### config.mk
export PLATFORM = sky130hd
export DESIGN_NAME = cpu_top
export DESIGN_NICKNAME = d
export VERILOG_FILES = /design/src/design/cpu_pkg.sv /design/src/design/alu.sv /design/src/design/bus_capture.sv /design/src/design/bus_drive.sv /design/src/design/cpu_top.sv /design/src/design/register_file.sv /design/src/design/sequencer.sv
export SDC_FILE = /design/constraint.sdc
export NUM_CORES = 1
export LEC_CHECK = 0
export BUFFER_PORTS_ARGS = -buffer_cell sky130_fd_sc_hd__buf_4
export CORE_MARGIN = 5
export CORE_UTILIZATION = 30
export CTS_CLUSTER_DIAMETER = 200
export DETAILED_ROUTE_END_ITERATION = 10
export PLACE_DENSITY = 0.45
export RECOVER_POWER = 100
export REMOVE_ABC_BUFFERS = 1
export SLEW_MARGIN = 20
export SYNTH_ARGS = -nofsm -noshare
export SYNTH_HDL_FRONTEND = slang
export SYNTH_HIERARCHICAL = 1
export SYNTH_SLANG_ARGS = --single-unit
### constraint.sdc
create_clock -name clock -period 6.08 [get_ports clock]
set_input_delay 0.304 -clock clock [delete_from_list [all_inputs] [get_ports clock]]
set_output_delay 0.304 -clock clock [all_outputs]
set_load 0.02 [all_outputs]
### src/design/cpu_pkg.sv
package cpu_pkg;

    typedef logic [7:0]  byte_t;      // Data bus and register width
    typedef logic [15:0] addr_t;      // Bus address
    typedef logic [2:0]  alu_op_t;    // Opcode bits 7:5 of the arithmetic group
    typedef logic [1:0]  reg_sel_t;   // Register read by a store, move or count
    typedef logic [1:0]  flag_sel_t;  // Flag tested by a branch

    // One state per bus cycle of an instruction
    typedef enum logic [2:0] {
        fetch,         // Opcode read, previous instruction commits
        operand,       // Byte after the opcode
        address_high,  // High byte of a JMP target
        zero_page,     // Zero-page read or write
        branch_low,    // Add offset to PCL
        branch_high    // Fix PCH after a page crossing
    } cpu_state_e;

    typedef struct packed {
        logic      is_immediate;
        logic      is_zero_page;
        logic      is_jump;
        logic      is_branch;
        logic      is_store;
        logic      is_load;
        logic      is_arith;      // ORA AND EOR ADC CMP SBC
        logic      loads_a;
        logic      loads_x;
        logic      loads_y;
        logic      is_transfer;
        logic      is_count;      // INX INY DEX DEY
        logic      is_flag_op;
        logic      writes_nz;
        reg_sel_t  reg_select;
        alu_op_t   alu_op;
        flag_sel_t branch_select;
    } decoded_op_t;

    typedef struct packed {
        logic pc_increment;
        logic pc_vector;          // PC from the last two bytes read
        logic pc_branch_low;
        logic pc_branch_high;
        logic address_zero_page;  // Address is 00 and the captured byte
        logic write_enable;
        logic commit;             // Write back results of the previous instruction
        logic sync;
    } control_t;

    typedef struct packed {
        logic n;
        logic v;
        logic d;
        logic i;
        logic z;
        logic c;
    } status_t;

    localparam addr_t    RESET_VECTOR   = 16'hfffc;
    localparam byte_t    RESET_OPCODE   = 8'h4c;    // JMP absolute through the vector
    localparam byte_t    ZERO_PAGE_HIGH = 8'h00;

    localparam alu_op_t  ALU_OP_ORA = 3'b000;
    localparam alu_op_t  ALU_OP_AND = 3'b001;
    localparam alu_op_t  ALU_OP_EOR = 3'b010;
    localparam alu_op_t  ALU_OP_ADC = 3'b011;
    localparam alu_op_t  ALU_OP_LDA = 3'b101;
    localparam alu_op_t  ALU_OP_CMP = 3'b110;
    localparam alu_op_t  ALU_OP_SBC = 3'b111;

    // Same coding as opcode bits 1:0 of STY, STA and STX
    localparam reg_sel_t REG_Y = 2'b00;
    localparam reg_sel_t REG_A = 2'b01;
    localparam reg_sel_t REG_X = 2'b10;

endpackage

### src/design/alu.sv
`timescale 1ns/10ps

module alu (
    input  cpu_pkg::byte_t   a_in,
    input  cpu_pkg::byte_t   b_in,
    input  logic             carry_in,
    input  cpu_pkg::alu_op_t op,
    output cpu_pkg::byte_t   result,
    output logic             carry_out,
    output logic             overflow
);
    import cpu_pkg::*;

    logic       subtract;
    logic       carry;
    byte_t      addend;
    logic [8:0] sum;       // Binary sum with carry out

    assign subtract = (op == ALU_OP_SBC) || (op == ALU_OP_CMP);
    assign carry    = (op == ALU_OP_CMP) | carry_in;  // CMP ignores C
    assign addend   = subtract ? ~b_in : b_in;        // A + ~B + C is A - B - borrow
    assign sum      = {1'b0, a_in} + {1'b0, addend} + {8'h00, carry};

    always_comb
    begin
        case (op)
            ALU_OP_ORA: result = a_in | b_in;
            ALU_OP_AND: result = a_in & b_in;
            ALU_OP_EOR: result = a_in ^ b_in;
            ALU_OP_ADC: result = sum[7:0];
            ALU_OP_LDA: result = b_in;             // Loads of A, X and Y
            ALU_OP_CMP: result = sum[7:0];         // Only for N and Z
            ALU_OP_SBC: result = sum[7:0];
            default:    result = 8'h00;
        endcase
    end

    assign carry_out = sum[8];
    assign overflow  = (a_in[7] ^ sum[7]) & (addend[7] ^ sum[7]);  // Sign change of both operands

endmodule

### src/design/bus_capture.sv
`timescale 1ns/10ps

module bus_capture (
    input  logic                 clock,
    input  logic                 reset,
    input  logic                 io_enable,
    input  cpu_pkg::byte_t       io_data_in,
    input  cpu_pkg::control_t    control,
    input  cpu_pkg::byte_t       data_out,
    output cpu_pkg::byte_t       captured,
    output cpu_pkg::byte_t       opcode,
    output cpu_pkg::decoded_op_t decoded
);
    import cpu_pkg::*;

    logic group_imm;  // Arithmetic group immediate, xxx_010_01
    logic group_zp;   // Arithmetic group zero page, xxx_001_01
    logic index_imm;  // LDY and LDX immediate
    logic index_zp;   // STY STX LDY LDX zero page

    // Bus byte of every enabled cycle
    always_ff @(posedge clock)
    begin
        if (io_enable)
            captured <= control.write_enable ? data_out : io_data_in;  // Written byte after a store
    end

    always_ff @(posedge clock)
    begin
        if (reset)
            opcode <= RESET_OPCODE;
        else if (io_enable && control.sync)
            opcode <= io_data_in;
    end

    assign group_imm = (opcode ==? 8'b???01001) && (opcode != 8'h89);  // No STA immediate
    assign group_zp  = opcode ==? 8'b???00101;
    assign index_imm = opcode ==? 8'b101000?0;
    assign index_zp  = opcode ==? 8'b10?001?0;

    always_comb
    begin
        decoded.is_immediate  = group_imm | index_imm;
        decoded.is_zero_page  = group_zp | index_zp;
        decoded.is_jump       = opcode == 8'h4c;
        decoded.is_branch     = opcode ==? 8'b???10000;
        decoded.is_store      = (group_zp | index_zp) & (opcode[7:5] == 3'b100);
        decoded.is_load       = (group_imm | group_zp | index_imm | index_zp)
                                & (opcode[7:5] == 3'b101);
        decoded.is_arith      = (group_imm | group_zp) & (opcode[7:6] != 2'b10);
        decoded.is_transfer   = opcode inside {8'haa, 8'ha8, 8'h8a, 8'h98};
        decoded.is_count      = opcode inside {8'he8, 8'hc8, 8'hca, 8'h88};
        decoded.loads_a       = (decoded.is_load & opcode[0]) | (opcode inside {8'h8a, 8'h98});
        decoded.loads_x       = (decoded.is_load & (opcode[1:0] == 2'b10))
                                | (opcode inside {8'haa, 8'he8, 8'hca});
        decoded.loads_y       = (decoded.is_load & (opcode[1:0] == 2'b00))
                                | (opcode inside {8'ha8, 8'hc8, 8'h88});
        decoded.is_flag_op    = (opcode ==? 8'b???11000) && (opcode != 8'h98);  // 98 is TYA
        decoded.writes_nz     = decoded.is_load | decoded.is_arith
                                | decoded.is_transfer | decoded.is_count;
        decoded.alu_op        = alu_op_t'(opcode[7:5]);
        decoded.branch_select = flag_sel_t'(opcode[7:6]);

        // Source register of moves and counts, stores use opcode bits 1:0
        case (opcode)
            8'haa, 8'ha8:        decoded.reg_select = REG_A;
            8'h8a, 8'he8, 8'hca: decoded.reg_select = REG_X;
            8'h98, 8'hc8, 8'h88: decoded.reg_select = REG_Y;
            default:             decoded.reg_select = reg_sel_t'(opcode[1:0]);
        endcase
    end

endmodule

### src/design/bus_drive.sv
`timescale 1ns/10ps

module bus_drive (
    input  cpu_pkg::control_t control,
    input  cpu_pkg::addr_t    pc,
    input  cpu_pkg::byte_t    captured,
    input  cpu_pkg::byte_t    store_value,
    output cpu_pkg::addr_t    io_address,
    output cpu_pkg::byte_t    io_data_out,
    output logic              io_write_enable,
    output logic              io_sync
);
    import cpu_pkg::*;

    // Zero-page operand was captured in the operand cycle
    assign io_address = control.address_zero_page ? {ZERO_PAGE_HIGH, captured} : pc;

    assign io_data_out     = store_value;           // Only sampled with write enable
    assign io_write_enable = control.write_enable;
    assign io_sync         = control.sync;          // High on every opcode read

endmodule

### src/design/cpu_top.sv
`timescale 1ns/10ps

module cpu_top (
    input  logic              clock,
    input  logic              reset,
    input  logic              io_enable,
    input  cpu_pkg::byte_t    io_data_in,
    output cpu_pkg::addr_t    io_address,
    output cpu_pkg::byte_t    io_data_out,
    output logic              io_write_enable,
    output logic              io_sync,
    output cpu_pkg::byte_t    io_debug_opcode,
    output cpu_pkg::byte_t    io_debug_a,
    output cpu_pkg::byte_t    io_debug_x,
    output cpu_pkg::byte_t    io_debug_y,
    output cpu_pkg::addr_t    io_debug_pc,
    output cpu_pkg::status_t  io_debug_status
);
    import cpu_pkg::*;

    control_t    control;
    decoded_op_t decoded;
    byte_t       captured;
    byte_t       store_value;
    logic        branch_taken;
    logic        branch_carry;

    bus_capture capture0 (
        .clock      (clock),
        .reset      (reset),
        .io_enable  (io_enable),
        .io_data_in (io_data_in),
        .control    (control),
        .data_out   (io_data_out),
        .captured   (captured),
        .opcode     (io_debug_opcode),
        .decoded    (decoded)
    );

    sequencer sequencer0 (
        .clock        (clock),
        .reset        (reset),
        .io_enable    (io_enable),
        .decoded      (decoded),
        .branch_taken (branch_taken),
        .branch_carry (branch_carry),
        .control      (control)
    );

    register_file registers0 (
        .clock        (clock),
        .reset        (reset),
        .io_enable    (io_enable),
        .control      (control),
        .decoded      (decoded),
        .opcode       (io_debug_opcode),
        .captured     (captured),
        .bus_high     (io_data_in),       // High byte of a vector, same cycle
        .pc           (io_debug_pc),
        .store_value  (store_value),
        .a            (io_debug_a),
        .x            (io_debug_x),
        .y            (io_debug_y),
        .status       (io_debug_status),
        .branch_taken (branch_taken),
        .branch_carry (branch_carry)
    );

    bus_drive drive0 (
        .control         (control),
        .pc              (io_debug_pc),
        .captured        (captured),
        .store_value     (store_value),
        .io_address      (io_address),
        .io_data_out     (io_data_out),
        .io_write_enable (io_write_enable),
        .io_sync         (io_sync)
    );

endmodule

### src/design/register_file.sv
`timescale 1ns/10ps

module register_file (
    input  logic                 clock,
    input  logic                 reset,
    input  logic                 io_enable,
    input  cpu_pkg::control_t    control,
    input  cpu_pkg::decoded_op_t decoded,
    input  cpu_pkg::byte_t       opcode,
    input  cpu_pkg::byte_t       captured,
    input  cpu_pkg::byte_t       bus_high,
    output cpu_pkg::addr_t       pc,
    output cpu_pkg::byte_t       store_value,
    output cpu_pkg::byte_t       a,
    output cpu_pkg::byte_t       x,
    output cpu_pkg::byte_t       y,
    output cpu_pkg::status_t     status,
    output logic                 branch_taken,
    output logic                 branch_carry
);
    import cpu_pkg::*;

    byte_t      alu_result;
    logic       alu_carry;
    logic       alu_overflow;
    byte_t      source;         // Register for a store, move or count
    byte_t      count_result;
    logic       count_down;
    byte_t      data_bus;       // Value written back at commit
    logic       write_a;
    logic       uses_carry;     // ADC SBC CMP
    logic       uses_overflow;  // ADC SBC
    logic       flag_value;
    logic [3:0] branch_flags;
    logic [9:0] branch_sum;     // PCL plus signed offset, two carry bits
    logic [1:0] branch_fix;     // Page step saved for branch_high

    alu alu0 (
        .a_in      (a),
        .b_in      (captured),
        .carry_in  (status.c),
        .op        (decoded.alu_op),
        .result    (alu_result),
        .carry_out (alu_carry),
        .overflow  (alu_overflow)
    );

    always_comb
    begin
        case (decoded.reg_select)
            REG_A:   source = a;
            REG_X:   source = x;
            default: source = y;
        endcase
    end

    assign store_value  = source;
    assign count_down   = opcode[1] | ~opcode[6];  // DEX is CA, DEY is 88
    assign count_result = count_down ? source - 8'd1 : source + 8'd1;
    assign data_bus     = decoded.is_count ? count_result :
                          decoded.is_transfer ? source : alu_result;

    assign write_a       = decoded.loads_a | (decoded.is_arith && decoded.alu_op != ALU_OP_CMP);
    assign uses_carry    = decoded.is_arith
                           & ((decoded.alu_op[1] & decoded.alu_op[0])
                              | (decoded.alu_op == ALU_OP_CMP));
    assign uses_overflow = decoded.is_arith & decoded.alu_op[1] & decoded.alu_op[0];
    assign flag_value    = opcode[5] & (opcode[7:6] != 2'b10);  // CLV has bit 5 set but clears

    // BPL/BMI, BVC/BVS, BCC/BCS, BNE/BEQ
    assign branch_flags = {status.z, status.c, status.v, status.n};
    assign branch_taken = branch_flags[decoded.branch_select] == opcode[5];
    assign branch_sum   = {2'b00, pc[7:0]} + {{2{captured[7]}}, captured};
    assign branch_carry = branch_sum[9:8] != 2'b00;

    always_ff @(posedge clock)
    begin
        if (io_enable && control.pc_branch_low)
            branch_fix <= branch_sum[9:8];  // 01 next page, 11 previous page
    end

    always_ff @(posedge clock)
    begin
        if (reset)
        begin
            a      <= '0;
            x      <= '0;
            y      <= '0;
            status <= '{i: 1'b1, default: 1'b0};
            pc     <= RESET_VECTOR;
        end
        else if (io_enable)
        begin
            if (control.commit)
            begin
                if (write_a) a <= data_bus;
                if (decoded.loads_x) x <= data_bus;
                if (decoded.loads_y) y <= data_bus;
                if (decoded.writes_nz)
                begin
                    status.n <= data_bus[7];
                    status.z <= data_bus == 8'h00;
                end
                if (uses_carry) status.c <= alu_carry;
                if (uses_overflow) status.v <= alu_overflow;
                if (decoded.is_flag_op)
                begin
                    case (opcode[7:6])
                        2'b00:   status.c <= flag_value;
                        2'b01:   status.i <= flag_value;
                        2'b10:   status.v <= flag_value;
                        default: status.d <= flag_value;
                    endcase
                end
            end

            if (control.pc_vector)
                pc <= {bus_high, captured};
            else if (control.pc_branch_low)
                pc[7:0] <= branch_sum[7:0];
            else if (control.pc_branch_high)
                pc[15:8] <= pc[15:8] + {{7{branch_fix[1]}}, branch_fix[0]};
            else if (control.pc_increment)
                pc <= pc + 16'd1;
        end
    end

endmodule

### src/design/sequencer.sv
`timescale 1ns/10ps

module sequencer (
    input  logic                 clock,
    input  logic                 reset,
    input  logic                 io_enable,
    input  cpu_pkg::decoded_op_t decoded,
    input  logic                 branch_taken,
    input  logic                 branch_carry,
    output cpu_pkg::control_t    control
);
    import cpu_pkg::*;

    cpu_state_e state;
    cpu_state_e next_state;
    logic       has_operand;  // Two-byte or three-byte instruction

    assign has_operand = decoded.is_immediate | decoded.is_zero_page
                         | decoded.is_jump | decoded.is_branch;

    always_comb
    begin
        control    = '0;
        next_state = fetch;
        case (state)
            fetch:
            begin
                control.sync         = 1'b1;
                control.commit       = 1'b1;  // Results of the last instruction
                control.pc_increment = 1'b1;
                next_state           = operand;
            end
            operand:
            begin
                // Implied and unknown opcodes leave PC on the next opcode
                control.pc_increment = has_operand;
                if (decoded.is_zero_page)
                    next_state = zero_page;
                else if (decoded.is_jump)
                    next_state = address_high;
                else if (decoded.is_branch && branch_taken)
                    next_state = branch_low;
            end
            address_high:
            begin
                control.pc_vector = 1'b1;  // Low byte captured, high byte on the bus
            end
            zero_page:
            begin
                control.address_zero_page = 1'b1;
                control.write_enable      = decoded.is_store;
            end
            branch_low:
            begin
                control.pc_branch_low = 1'b1;
                if (branch_carry)
                    next_state = branch_high;  // Target in the next or previous page
            end
            branch_high:
            begin
                control.pc_branch_high = 1'b1;
            end
            default:
            begin
                next_state = fetch;
            end
        endcase
    end

    // Reset enters the JMP of the vector at its operand cycle
    always_ff @(posedge clock)
    begin
        if (reset)
            state <= operand;
        else if (io_enable)
            state <= next_state;
    end

endmodule

==> results of run 1 <==
-- tightest hold or removal path: cells and delay by family --
family                 cells  cell delay [ns]
AND/OR/NAND/NOR            2             0.12
buffers and inverters      1             0.11
-- cell families after synthesis --
logic type / after synthesis
buffers and inverters: 106
flip-flops: 67
adder cells (fa/ha/maj): 54
XOR/XNOR: 45
multiplexers: 45
AND/OR/NAND/NOR: 273
AO/OA/AOI/OAI: 192
-- worst max path at each step --
stage                             from                    to  cells after the start
global route        capture0/opcode[7]  registers0/status[1]                     14
detailed placement  capture0/opcode[7]  registers0/status[1]                     13
floorplan           capture0/opcode[7]  registers0/status[1]                     13
CTS                 capture0/opcode[7]  registers0/status[5]                     13
finish              capture0/opcode[7]  registers0/status[1]                     14
global placement    capture0/opcode[7]  registers0/status[1]                     13
-- registers in the layout, indices dropped and copies added, names as in the netlist --
signal and cells:
registers0/y 8, registers0/status 6, registers0/pc 16, sequencer0/state 3
registers0/x 8, registers0/a 8, capture0/captured 8, registers0/branch_fix 2
capture0/opcode 8
-- layer usage --
layer / global-route usage [%] / share of wire, %
met1: 23.21 / 50
met2: 25.95 / 44
met3: 3.505 / 5.0
met4: 3.280 / 0.89
met5: 0 / 0
-- power by group through the flow --
stage | Sequential (mW) | Clock [mW] | Combinational (mW)
2_1_floorplan | 0.528 | 0 | 0.271
5_1_grt | 0.516 | 0.526 | 0.438
6_report | 0.511 | 0.496 | 0.395
3_5_place_dp | 0.521 | 0 | 0.423
4_1_cts | 0.511 | 0.514 | 0.425
3_3_place_gp | 0.522 | 0 | 0.424
-- placed cells by master (no fill, tap or decap), drive strengths merged, types with 7 or more instances in the layout --
| cell type | n |
|---|---|
| nor2b | 14 |
| mux2 | 23 |
| a21o | 7 |
| and2 | 7 |
| edfxtp | 10 |
| a22oi | 8 |
| clkbuf | 89 |
| xor2 | 14 |
| and2b | 8 |
| nand2 | 80 |
| nor3b | 10 |
| a211oi | 23 |
| mux2i | 21 |
| nor3 | 9 |
| xnor2 | 31 |
| o21ai | 35 |
| dfxtp | 57 |
| buf | 21 |
| and3 | 9 |
| nand2b | 9 |
| nand3b | 7 |
| o21a | 7 |
| nand4 | 7 |
| inv | 44 |
| ha | 48 |
| nor2 | 78 |
| nand3 | 12 |
| a21oi | 53 |
-- final cells by class --
class                      count  share of cell area, %
clock buffer                  11                  3.470
sequential                    67                  20.60
multi-input combinational    609                  61.74
tap                          275                  4.919
inverter                      45                  2.415
clock inverter                 5                 0.4114
timing repair buffer          99                  6.439
==> results.py, run 1 <==
metrics = {
    "status": {
        "status": "complete, no violations",
    },
    "floorplanning": {
        "pin_count": 91,
        "start_util_pct": 30.23,
        "fp-row-count": 53,
        "fp.dieW_um": 155.1,
        "core_sq_mm": 0.02089,
        "dieArea_sq_mm": 0.02405,
        "dieHeight_um": 155.1,
    },
    "pwr": {
        "vdd_drop_max_mv": 0.1187,
        "p_seq_share_pct": 36.4,
        "p_switching_mw": 0.4884,
        "p_clk_share_pct": 35.4,
        "swShare_pct": 34.84,
        "p_total_mw": 1.402,
        "leakagePower_nw": 2.714,
        "power_density_mw_per_mm2": 200.4,
        "power.internal_mw": 0.9137,
        "pwr-share-comb_pct": 28.2,
    },
    "placement": {
        "place_ws_ns": 1.667,
        "postPlaceCellArea_sq_mm": 0.007051,
        "dp_hpwl_um": 14750,
        "dp_cells": 1095,
        "io_buffers": 90,
        "gp_congestion": 0.8391,
    },
    "clocking": {
        "cts_root_buffer": "clkbuf_16",
        "cts-resized-gates": 0,
        "postCtsSetupBuffers": 0,
        "htree_levels": 3,
        "clockBufferDepth": 2,
        "numClockSinks": 67,
        "clk_latency_ns": 0.35,
        "cts_tree": "built",
        "cts_buffers": 9,
        "clk_pin_slew_worst_paths_ns": 0.06,
        "holdBufCountCts": 0,
    },
    "global_route": {
        "grt_pass1_vias": 5590,
        "grt_max_degree": 56,
        "antenna_found_initial": 1,
        "grt_usage_pct": 16.43,
        "grt_pass1_wl_um": 31750,
        "grt_overflow": 0,
    },
    "routing": {
        "drt_wl_total_um": 19820,
        "wire_per_inst_um": 17.84,
        "drtIter0Drc": 260,
        "vias": 5641,
        "viasPerCell": 5.077,
        "drt_pass1_iterations": 5,
        "drc": 0,
        "drtAntennaViolNets": 0,
    },
    "sta": {
        "rsz0062_at_grt": "no",
        "fin_crit_ns": 4.857,
        "maxSlewViolCount": 0,
        "fmax_ghz": 0.2059,
        "finalSetupTns_ns": 0,
        "finClkSkew_ns": 0.01000,
        "whs_ns": 0.2233,
        "setup_viol": 0,
        "post-route-period-util_pct": 79.88,
        "worst_pin_slew_ns": 1.416,
        "hold_viol_final": 0,
        "relSlewSlack_pct": 5.605,
        "layout_setup_ws_ns": 1.223,
    },
    "worst_setup_path": {
        "start_kind": "register",
        "path_buf_inv": 2,
        "crit_fanout": 16,
        "reg2reg_to": "registers0/status[1]",
        "required_ns": 6.32,
        "cp.arrival_ns": 5.10,
        "r2r_cells": 14,
        "r2r_slack_ns": 1.22,
        "cp_slowest_stage_delay_ns": 0.68,
        "crit_chain": "clkbuf_1, nand2_1, xnor2_1, fa_1, inv_1, fa_1, a211oi_1, o21bai_1, a21oi_1, a211oi_1, mux2_2, o221ai_1, nand4_1, o41ai_1",
        "cp-end-kind": "register",
        "critPathTopFamily": "compound AO/OA/AOI/OAI gates",
        "slowest_stage": "clkbuf_1",
        "reg2reg_from": "capture0/opcode[7]",
        "critical_path_class": "register to register",
    },
    "cells_and_area": {
        "n_fill_cell": 2310,
        "fin_nets": 895,
        "area_growth_pct": 10.78,
        "n_antenna_cell": 0,
        "register_area_sq_mm": 0.001441,
        "fin_util_pct": 33.49,
        "final_area_sq_mm": 0.006995,
        "drive_gt1_share_pct": 11.00,
        "instances_no_fill": 1111,
        "multi_input_area_sq_mm": 0.004319,
    },
    "synthesis": {
        "synth.mux.area_fraction_pct": 7.906,
        "synthFlopType": "dfxtp_1",
        "synth_cells": 782,
        "synth_seq_cells": 67,
        "synth.top_cells.by_area": "dfxtp_1 18%, ha_1 9.5%, edfxtp_1 4.8%, nand2_1 4.7%, nor2_1 4.6%",
        "synth_seq_area_share_pct": 22.83,
        "synth_edf_count": 10,
        "syn_area_per_cell_sq_um": 8.075,
        "synth_compound_area_share_pct": 21.20,
        "synth_commonest_cells": "79 x nand2_1, 77 x nor2_1, 57 x dfxtp_1",
        "yosysWarnings": 6,
        "synth_cell_types": 87,
        "synth_most_common_cell": "nand2_1",
        "async_reset_ff_share_pct": 0,
        "synth_xor_area_share_pct": 6.241,
        "syn_area_sq_mm": 0.006315,
        "synth-adder-area-share_pct": 11.25,
        "synth_top_area_share_pct": 18.07,
        "synth_top_area_cell": "dfxtp_1",
        "synthSimpleGateAreaFrac_pct": 22.17,
        "synth_top_family_by_area": "simple AND/OR/NAND/NOR gates",
    },
    "worst_hold_path": {
        "hold_class": "input pin to register",
        "hp-start": "io_data_in[6]",
        "whs_endpoint": "capture0/opcode[6]",
        "min_path_cells": 3,
    },
    "job": {
        "drv_cap": 0,
    },
}
Power figures use the tool's default switching activity.
==> run 2: changes to the inputs <==
- ABC_AREA: default -> 1
- PLACE_DENSITY: 0.45 -> 0.47
- clock period: 6.08 -> 4 ns (I/O delays scaled with it)
==> run 2 against run 1 <==
Net effect:
- the flow now finishes with violations (max-capacitance violations, max-slew violations)
- critical path depth shrank 8
- sequential share of layout area shrank 1.2 points
- utilization grew 1.8 points
- clock skew grew 0.0062 ns
- non-clock buffer count grew 11
- first-iteration DRC count grew 93%
- wire length grew 11%
==> results.py, run 2 <==
metrics = {
    "cells_and_area": {
        "largest_register": "registers0/pc",
        "drive_gt1_share_pct": 9.763,
        "instances_no_fill": 1371,
        "fin_nets": 1155,
        "fin_util_pct": 35.29,
        "largest_reg_flops": 16,
        "area_growth_pct": 15.54,
        "final_common_cell": "nand2_1",
        "mostFrequentLayoutCells": "227 x nand2_1, 146 x inv_1, 89 x nor2_1",
        "n_fill_cell": 2362,
        "n_antenna_cell": 0,
    },
    "worst_hold_path": {
        "hold_class": "input pin to register",
        "min_path_cells": 3,
        "hp-start": "io_data_in[2]",
        "whs_endpoint": "registers0/pc[10]",
    },
    "floorplanning": {
        "fp.dieW_um": 156.5,
        "pin_count": 91,
        "core_sq_mm": 0.02109,
        "fp-row-count": 53,
        "start_util_pct": 30.54,
        "dieArea_sq_mm": 0.02450,
        "dieHeight_um": 156.5,
    },
    "worst_setup_path": {
        "r2r_cells": 22,
        "start_kind": "register",
        "cp_slowest_stage_delay_ns": 1.37,
        "critical_path_class": "register to primary output",
        "r2r_slack_ns": 0.35,
        "required_ns": 3.80,
        "reg2reg_from": "capture0/opcode[1]",
        "cp-startpoint": "capture0/opcode[2]",
        "reg2reg_to": "registers0/a[7]",
        "cp-end-kind": "primary output",
        "cp_common_cell": "nor3b_1",
        "crit_fanout": 12,
        "crit_chain": "clkbuf_1, nor3b_1, nand2_1, nor3_1, nor3b_1, clkbuf_2",
        "cp.arrival_ns": 3.51,
        "slowest_stage": "nor3b_1",
    },
    "sta": {
        "fin_crit_ns": 3.708,
        "finalSetupTns_ns": 0,
        "whs_ns": 0.1014,
        "relSlewSlack_pct": -14.56,
        "maxSlewViolCount": 13,
        "hold_viol_final": 0,
        "finClkSkew_ns": 0.01624,
        "fmax_ghz": 0.2697,
        "post-route-period-util_pct": 92.71,
        "worst_pin_slew_ns": 1.715,
        "setup_viol": 0,
        "rsz0062_at_grt": "no",
    },
    "clocking": {
        "cts_root_buffer": "clkbuf_16",
        "cts-resized-gates": 0,
        "clk_latency_ns": 0.35,
        "postCtsSetupBuffers": 0,
        "holdBufCountCts": 0,
        "clockBufferDepth": 2,
        "cts_buffers": 9,
        "numClockSinks": 67,
        "htree_levels": 3,
        "clk_pin_slew_worst_paths_ns": 0.06,
        "cts_tree": "built",
    },
    "global_route": {
        "grt_overflow": 0,
        "grt_pass1_wl_um": 35190,
        "grt_pass1_vias": 6352,
        "antenna_found_initial": 0,
        "grt_usage_pct": 18.03,
        "grt_max_degree": 31,
    },
    "pwr": {
        "leakagePower_nw": 3.654,
        "power_density_mw_per_mm2": 339.3,
        "vdd_drop_max_mv": 0.1992,
    },
    "synthesis": {
        "syn_area_per_cell_sq_um": 6.396,
        "syn_area_sq_mm": 0.006441,
        "synth_cells": 1007,
        "yosysWarnings": 6,
    },
    "routing": {
        "drtIter0Drc": 502,
        "viasPerCell": 4.830,
        "wire_per_inst_um": 16.02,
        "drc": 0,
        "drt_pass1_iterations": 5,
        "vias": 6622,
        "drtAntennaViolNets": 0,
        "drt_wl_total_um": 21960,
    },
    "placement": {
        "dp_cells": 1355,
        "dp_hpwl_um": 17450,
        "io_buffers": 90,
        "gp_congestion": 0.9117,
    },
    "status": {
        "violations": "max-capacitance violations, max-slew violations",
        "status": "finished, violations left",
    },
    "job": {
        "drv_cap": 1,
    },
}
-- run 2: power breakdown --
part,switching [mW],internal [mW],total (mW)
registers,0.0695,0.721,0.791
logic,0.523,0.254,0.777
clock network,0.367,0.591,0.958
total,0.959,1.57,2.53
-- run 2: final cells by class --
| type | instances | area [sq um] | area share, % |
|---|---|---|---|
| clock inverter | 6 | 95.09 | 1.278 |
| clock buffer | 10 | 250.2 | 3.362 |
| timing repair buffer | 110 | 549.3 | 7.381 |
| sequential | 67 | 1441 | 19.37 |
| tap | 275 | 344.1 | 4.623 |
| multi-input combinational | 743 | 4159 | 55.88 |
| inverter | 160 | 603.1 | 8.104 |
-- run 2: how the worst max path moves through the flow --
stage	slack, ns	cells past startpoint	end
2_1_floorplan	0.19	22	registers0/status[1]
3_3_place_gp	0.37	24	registers0/status[1]
3_5_place_dp	0.34	24	registers0/status[1]
4_1_cts	0.32	24	registers0/status[1]
5_1_grt	0.006	21	registers0/x[7]
6_report	0.29	6	io_write_enable
-- run 2: per-layer routing --
metal	routed length (um)	up-vias	track usage [%]
met3	1027	20	3.014
met5	0	-	0
li1	-	3471	-
met4	227	0	3.306
met1	10780	2984	25.34
met2	9929	147	29.37
-- run 2: worst max-delay path: cells and delay by family (launching register included) --
family                 cells  cell delay [ns]
DFF                        1             0.37
and+or+nand+nor            4             2.09
buffers and inverters      2             0.70
-- run 2: through the flow --
stage | instance area (sq um) | setup slack, ns | total power [mW]
finish | 7442 | 0.2917 | 2.525
global route | 7442 | 0.005981 | 2.677
CTS | 7727 | 0.3181 | 2.591
detailed placement | 7382 | 0.3390 | 1.630
global placement | 7382 | 0.3741 | 1.631
floorplan | 6207 | 0.1916 | 1.334
==> run 3: changes to the inputs <==
- ABC_AREA: 1 -> default
==> run 3 against run 2 <==
Net effect:
- die area fell by 1.8%
- worst setup slack gained 0.026 ns
- critical path depth up 9
- highest routed layer unchanged
- combinational power shrank 19%
- clock power decreased by 22%
- largest cell class unchanged
- the run now ends clean
- final cell count is 17% lower
- sequential power shrank 2.5%
- global-route usage shrank 1.7 points
- critical endpoint is now registers0/status[5]
==> results.py, run 3 (synthesis gave the netlist of run 1 again) <==
metrics = {
    "floorplanning": {
        "start_util_pct": 30.23,
        "core_sq_mm": 0.02089,
        "fp-row-count": 53,
        "dieArea_sq_mm": 0.02405,
        "dieHeight_um": 155.1,
        "fp.dieW_um": 155.1,
        "pin_count": 91,
    },
    "routing": {
        "drtIter0Drc": 274,
        "drc": 0,
        "vias": 5765,
        "viasPerCell": 5.075,
        "drtAntennaViolNets": 0,
        "wire_per_inst_um": 17.35,
        "drt_pass1_iterations": 5,
        "drt_wl_total_um": 19710,
    },
    "cells_and_area": {
        "n_antenna_cell": 0,
        "final_common_cell": "clkbuf_1",
        "drive_gt1_share_pct": 13.59,
        "area_growth_pct": 13.95,
        "largest_register": "registers0/pc",
        "largest_reg_flops": 16,
        "final_area_sq_mm": 0.007196,
        "mostFrequentLayoutCells": "85 x clkbuf_1, 80 x nand2_1, 77 x nor2_1",
        "fin_nets": 921,
    },
    "worst_setup_path": {
        "start_kind": "register",
        "required_ns": 4.25,
        "reg2reg_to": "registers0/status[5]",
        "crit_fanout": 10,
        "reg2reg_from": "capture0/opcode[0]",
        "cp-end-kind": "register",
        "cp.arrival_ns": 3.94,
        "r2r_cells": 15,
        "r2r_slack_ns": 0.32,
        "critical_path_class": "register to register",
    },
    "sta": {
        "finalSetupTns_ns": 0,
        "hold_viol_final": 0,
        "fmax_ghz": 0.2716,
        "rsz0062_at_grt": "no",
        "maxSlewViolCount": 0,
        "post-route-period-util_pct": 92.05,
        "fin_crit_ns": 3.682,
        "setup_viol": 0,
        "finClkSkew_ns": 0.01191,
        "relSlewSlack_pct": 12.07,
        "worst_pin_slew_ns": 1.319,
    },
    "global_route": {
        "antenna_found_initial": 0,
        "grt_pass1_wl_um": 31080,
        "grt_pass1_vias": 5487,
        "grt_max_degree": 56,
        "grt_overflow": 0,
        "grt_usage_pct": 16.34,
    },
    "clocking": {
        "htree_levels": 3,
        "numClockSinks": 67,
        "clk_latency_ns": 0.35,
        "cts_root_buffer": "clkbuf_16",
        "cts_tree": "built",
        "postCtsSetupBuffers": 0,
        "cts_buffers": 9,
        "clk_pin_slew_worst_paths_ns": 0.06,
        "clockBufferDepth": 2,
    },
    "worst_hold_path": {
        "hp-start": "io_data_in[2]",
        "hold_class": "input pin to register",
        "whs_endpoint": "capture0/opcode[2]",
        "min_path_cells": 3,
    },
    "placement": {
        "postPlaceCellArea_sq_mm": 0.007258,
        "dp_hpwl_um": 14870,
        "gp_congestion": 0.8881,
        "io_buffers": 90,
    },
    "job": {
        "drv_cap": 0,
    },
    "pwr": {
        "leakagePower_nw": 2.828,
        "vdd_drop_max_mv": 0.2000,
        "power_density_mw_per_mm2": 299.0,
        "p_total_mw": 2.151,
    },
    "status": {
        "status": "complete, no violations",
    },
}
run 3: changes by cell type in the layout (fill, tap and decap cells not counted), sizes merged, moves of 11 or more:
cell    delta
mux2i     +20
nor2b     +14
clkbuf    +11
o21ai     -50
a211oi    +19
a21oi     -32
inv      -114
xnor2     +30
mux2      +18
nor2      -21
o211ai    -12
nand2    -157
nand3     -53
run 3: worst max path at each step:
| stage | startpoint | endpoint | slack (ns) | cells after the start |
|---|---|---|---|---|
| floorplan | capture0/opcode[7] | registers0/status[1] | -0.74 | 13 |
| global placement | capture0/opcode[2] | registers0/status[5] | 0.25 | 16 |
| detailed placement | capture0/opcode[7] | registers0/status[1] | 0.16 | 13 |
| CTS | capture0/opcode[0] | registers0/status[1] | 0.15 | 13 |
| finish | capture0/opcode[0] | registers0/status[5] | 0.32 | 15 |
| global route | capture0/opcode[0] | registers0/status[5] | 0.02 | 15 |
run 3: critical path, cell delays in order, from the launching register on:
cell and delay (ns):
dfxtp_1 0.54, nor3b_2 0.09, nand3_1 0.10, mux2_2 0.36, ha_1 0.33, buf_4 0.18, a221oi_1 0.27, nor2_1 0.10
ha_1 0.35, o21a_1 0.17, nor2_1 0.06, a21oi_2 0.17, nand3_2 0.11, mux2i_1 0.14, a311o_2 0.36, a311oi_1 0.26
run 3: final cells by class:
class	instances	area (sq um)
fill	2331	13690
clock buffer	12	246.5
tap	275	344.1
clock inverter	3	17.52
timing repair buffer	125	636.9
sequential	67	1441
multi-input combinational	609	4340
inverter	45	168.9
run 3: metal layers:
layer  share of wire (%)  global-route usage [%]
met3                 4.3                   3.060
met2                  45                   26.09
met4                 1.3                   3.953
met1                  50                   22.82
met5                   0                       0
run 3: per-stage QoR:
step	instances	hold WS, ns	worst slack (ns)	utilization (%)
after floorplan	721	0.2689	-0.7413	-
after global placement	1121	0.4721	0.2519	34.75
after detailed placement	1121	0.4716	0.1635	34.75
after CTS	1136	0.1240	0.1480	36.01
after global routing	1136	0.1384	0.02312	34.45
final	1136	0.1265	0.3180	34.45
run 3: timing repair:
item,4_1_cts,5_1_grt
hold buffers,0,0
setup endpoints to repair,0,8
resized for setup,0,4
run 3: power by group:
part / leakage [nW] / switching, mW / internal [mW]
Combinational: 2.14 / 0.372 / 0.258
Clock: 0.128 / 0.319 / 0.432
Sequential: 0.559 / 0.0568 / 0.714
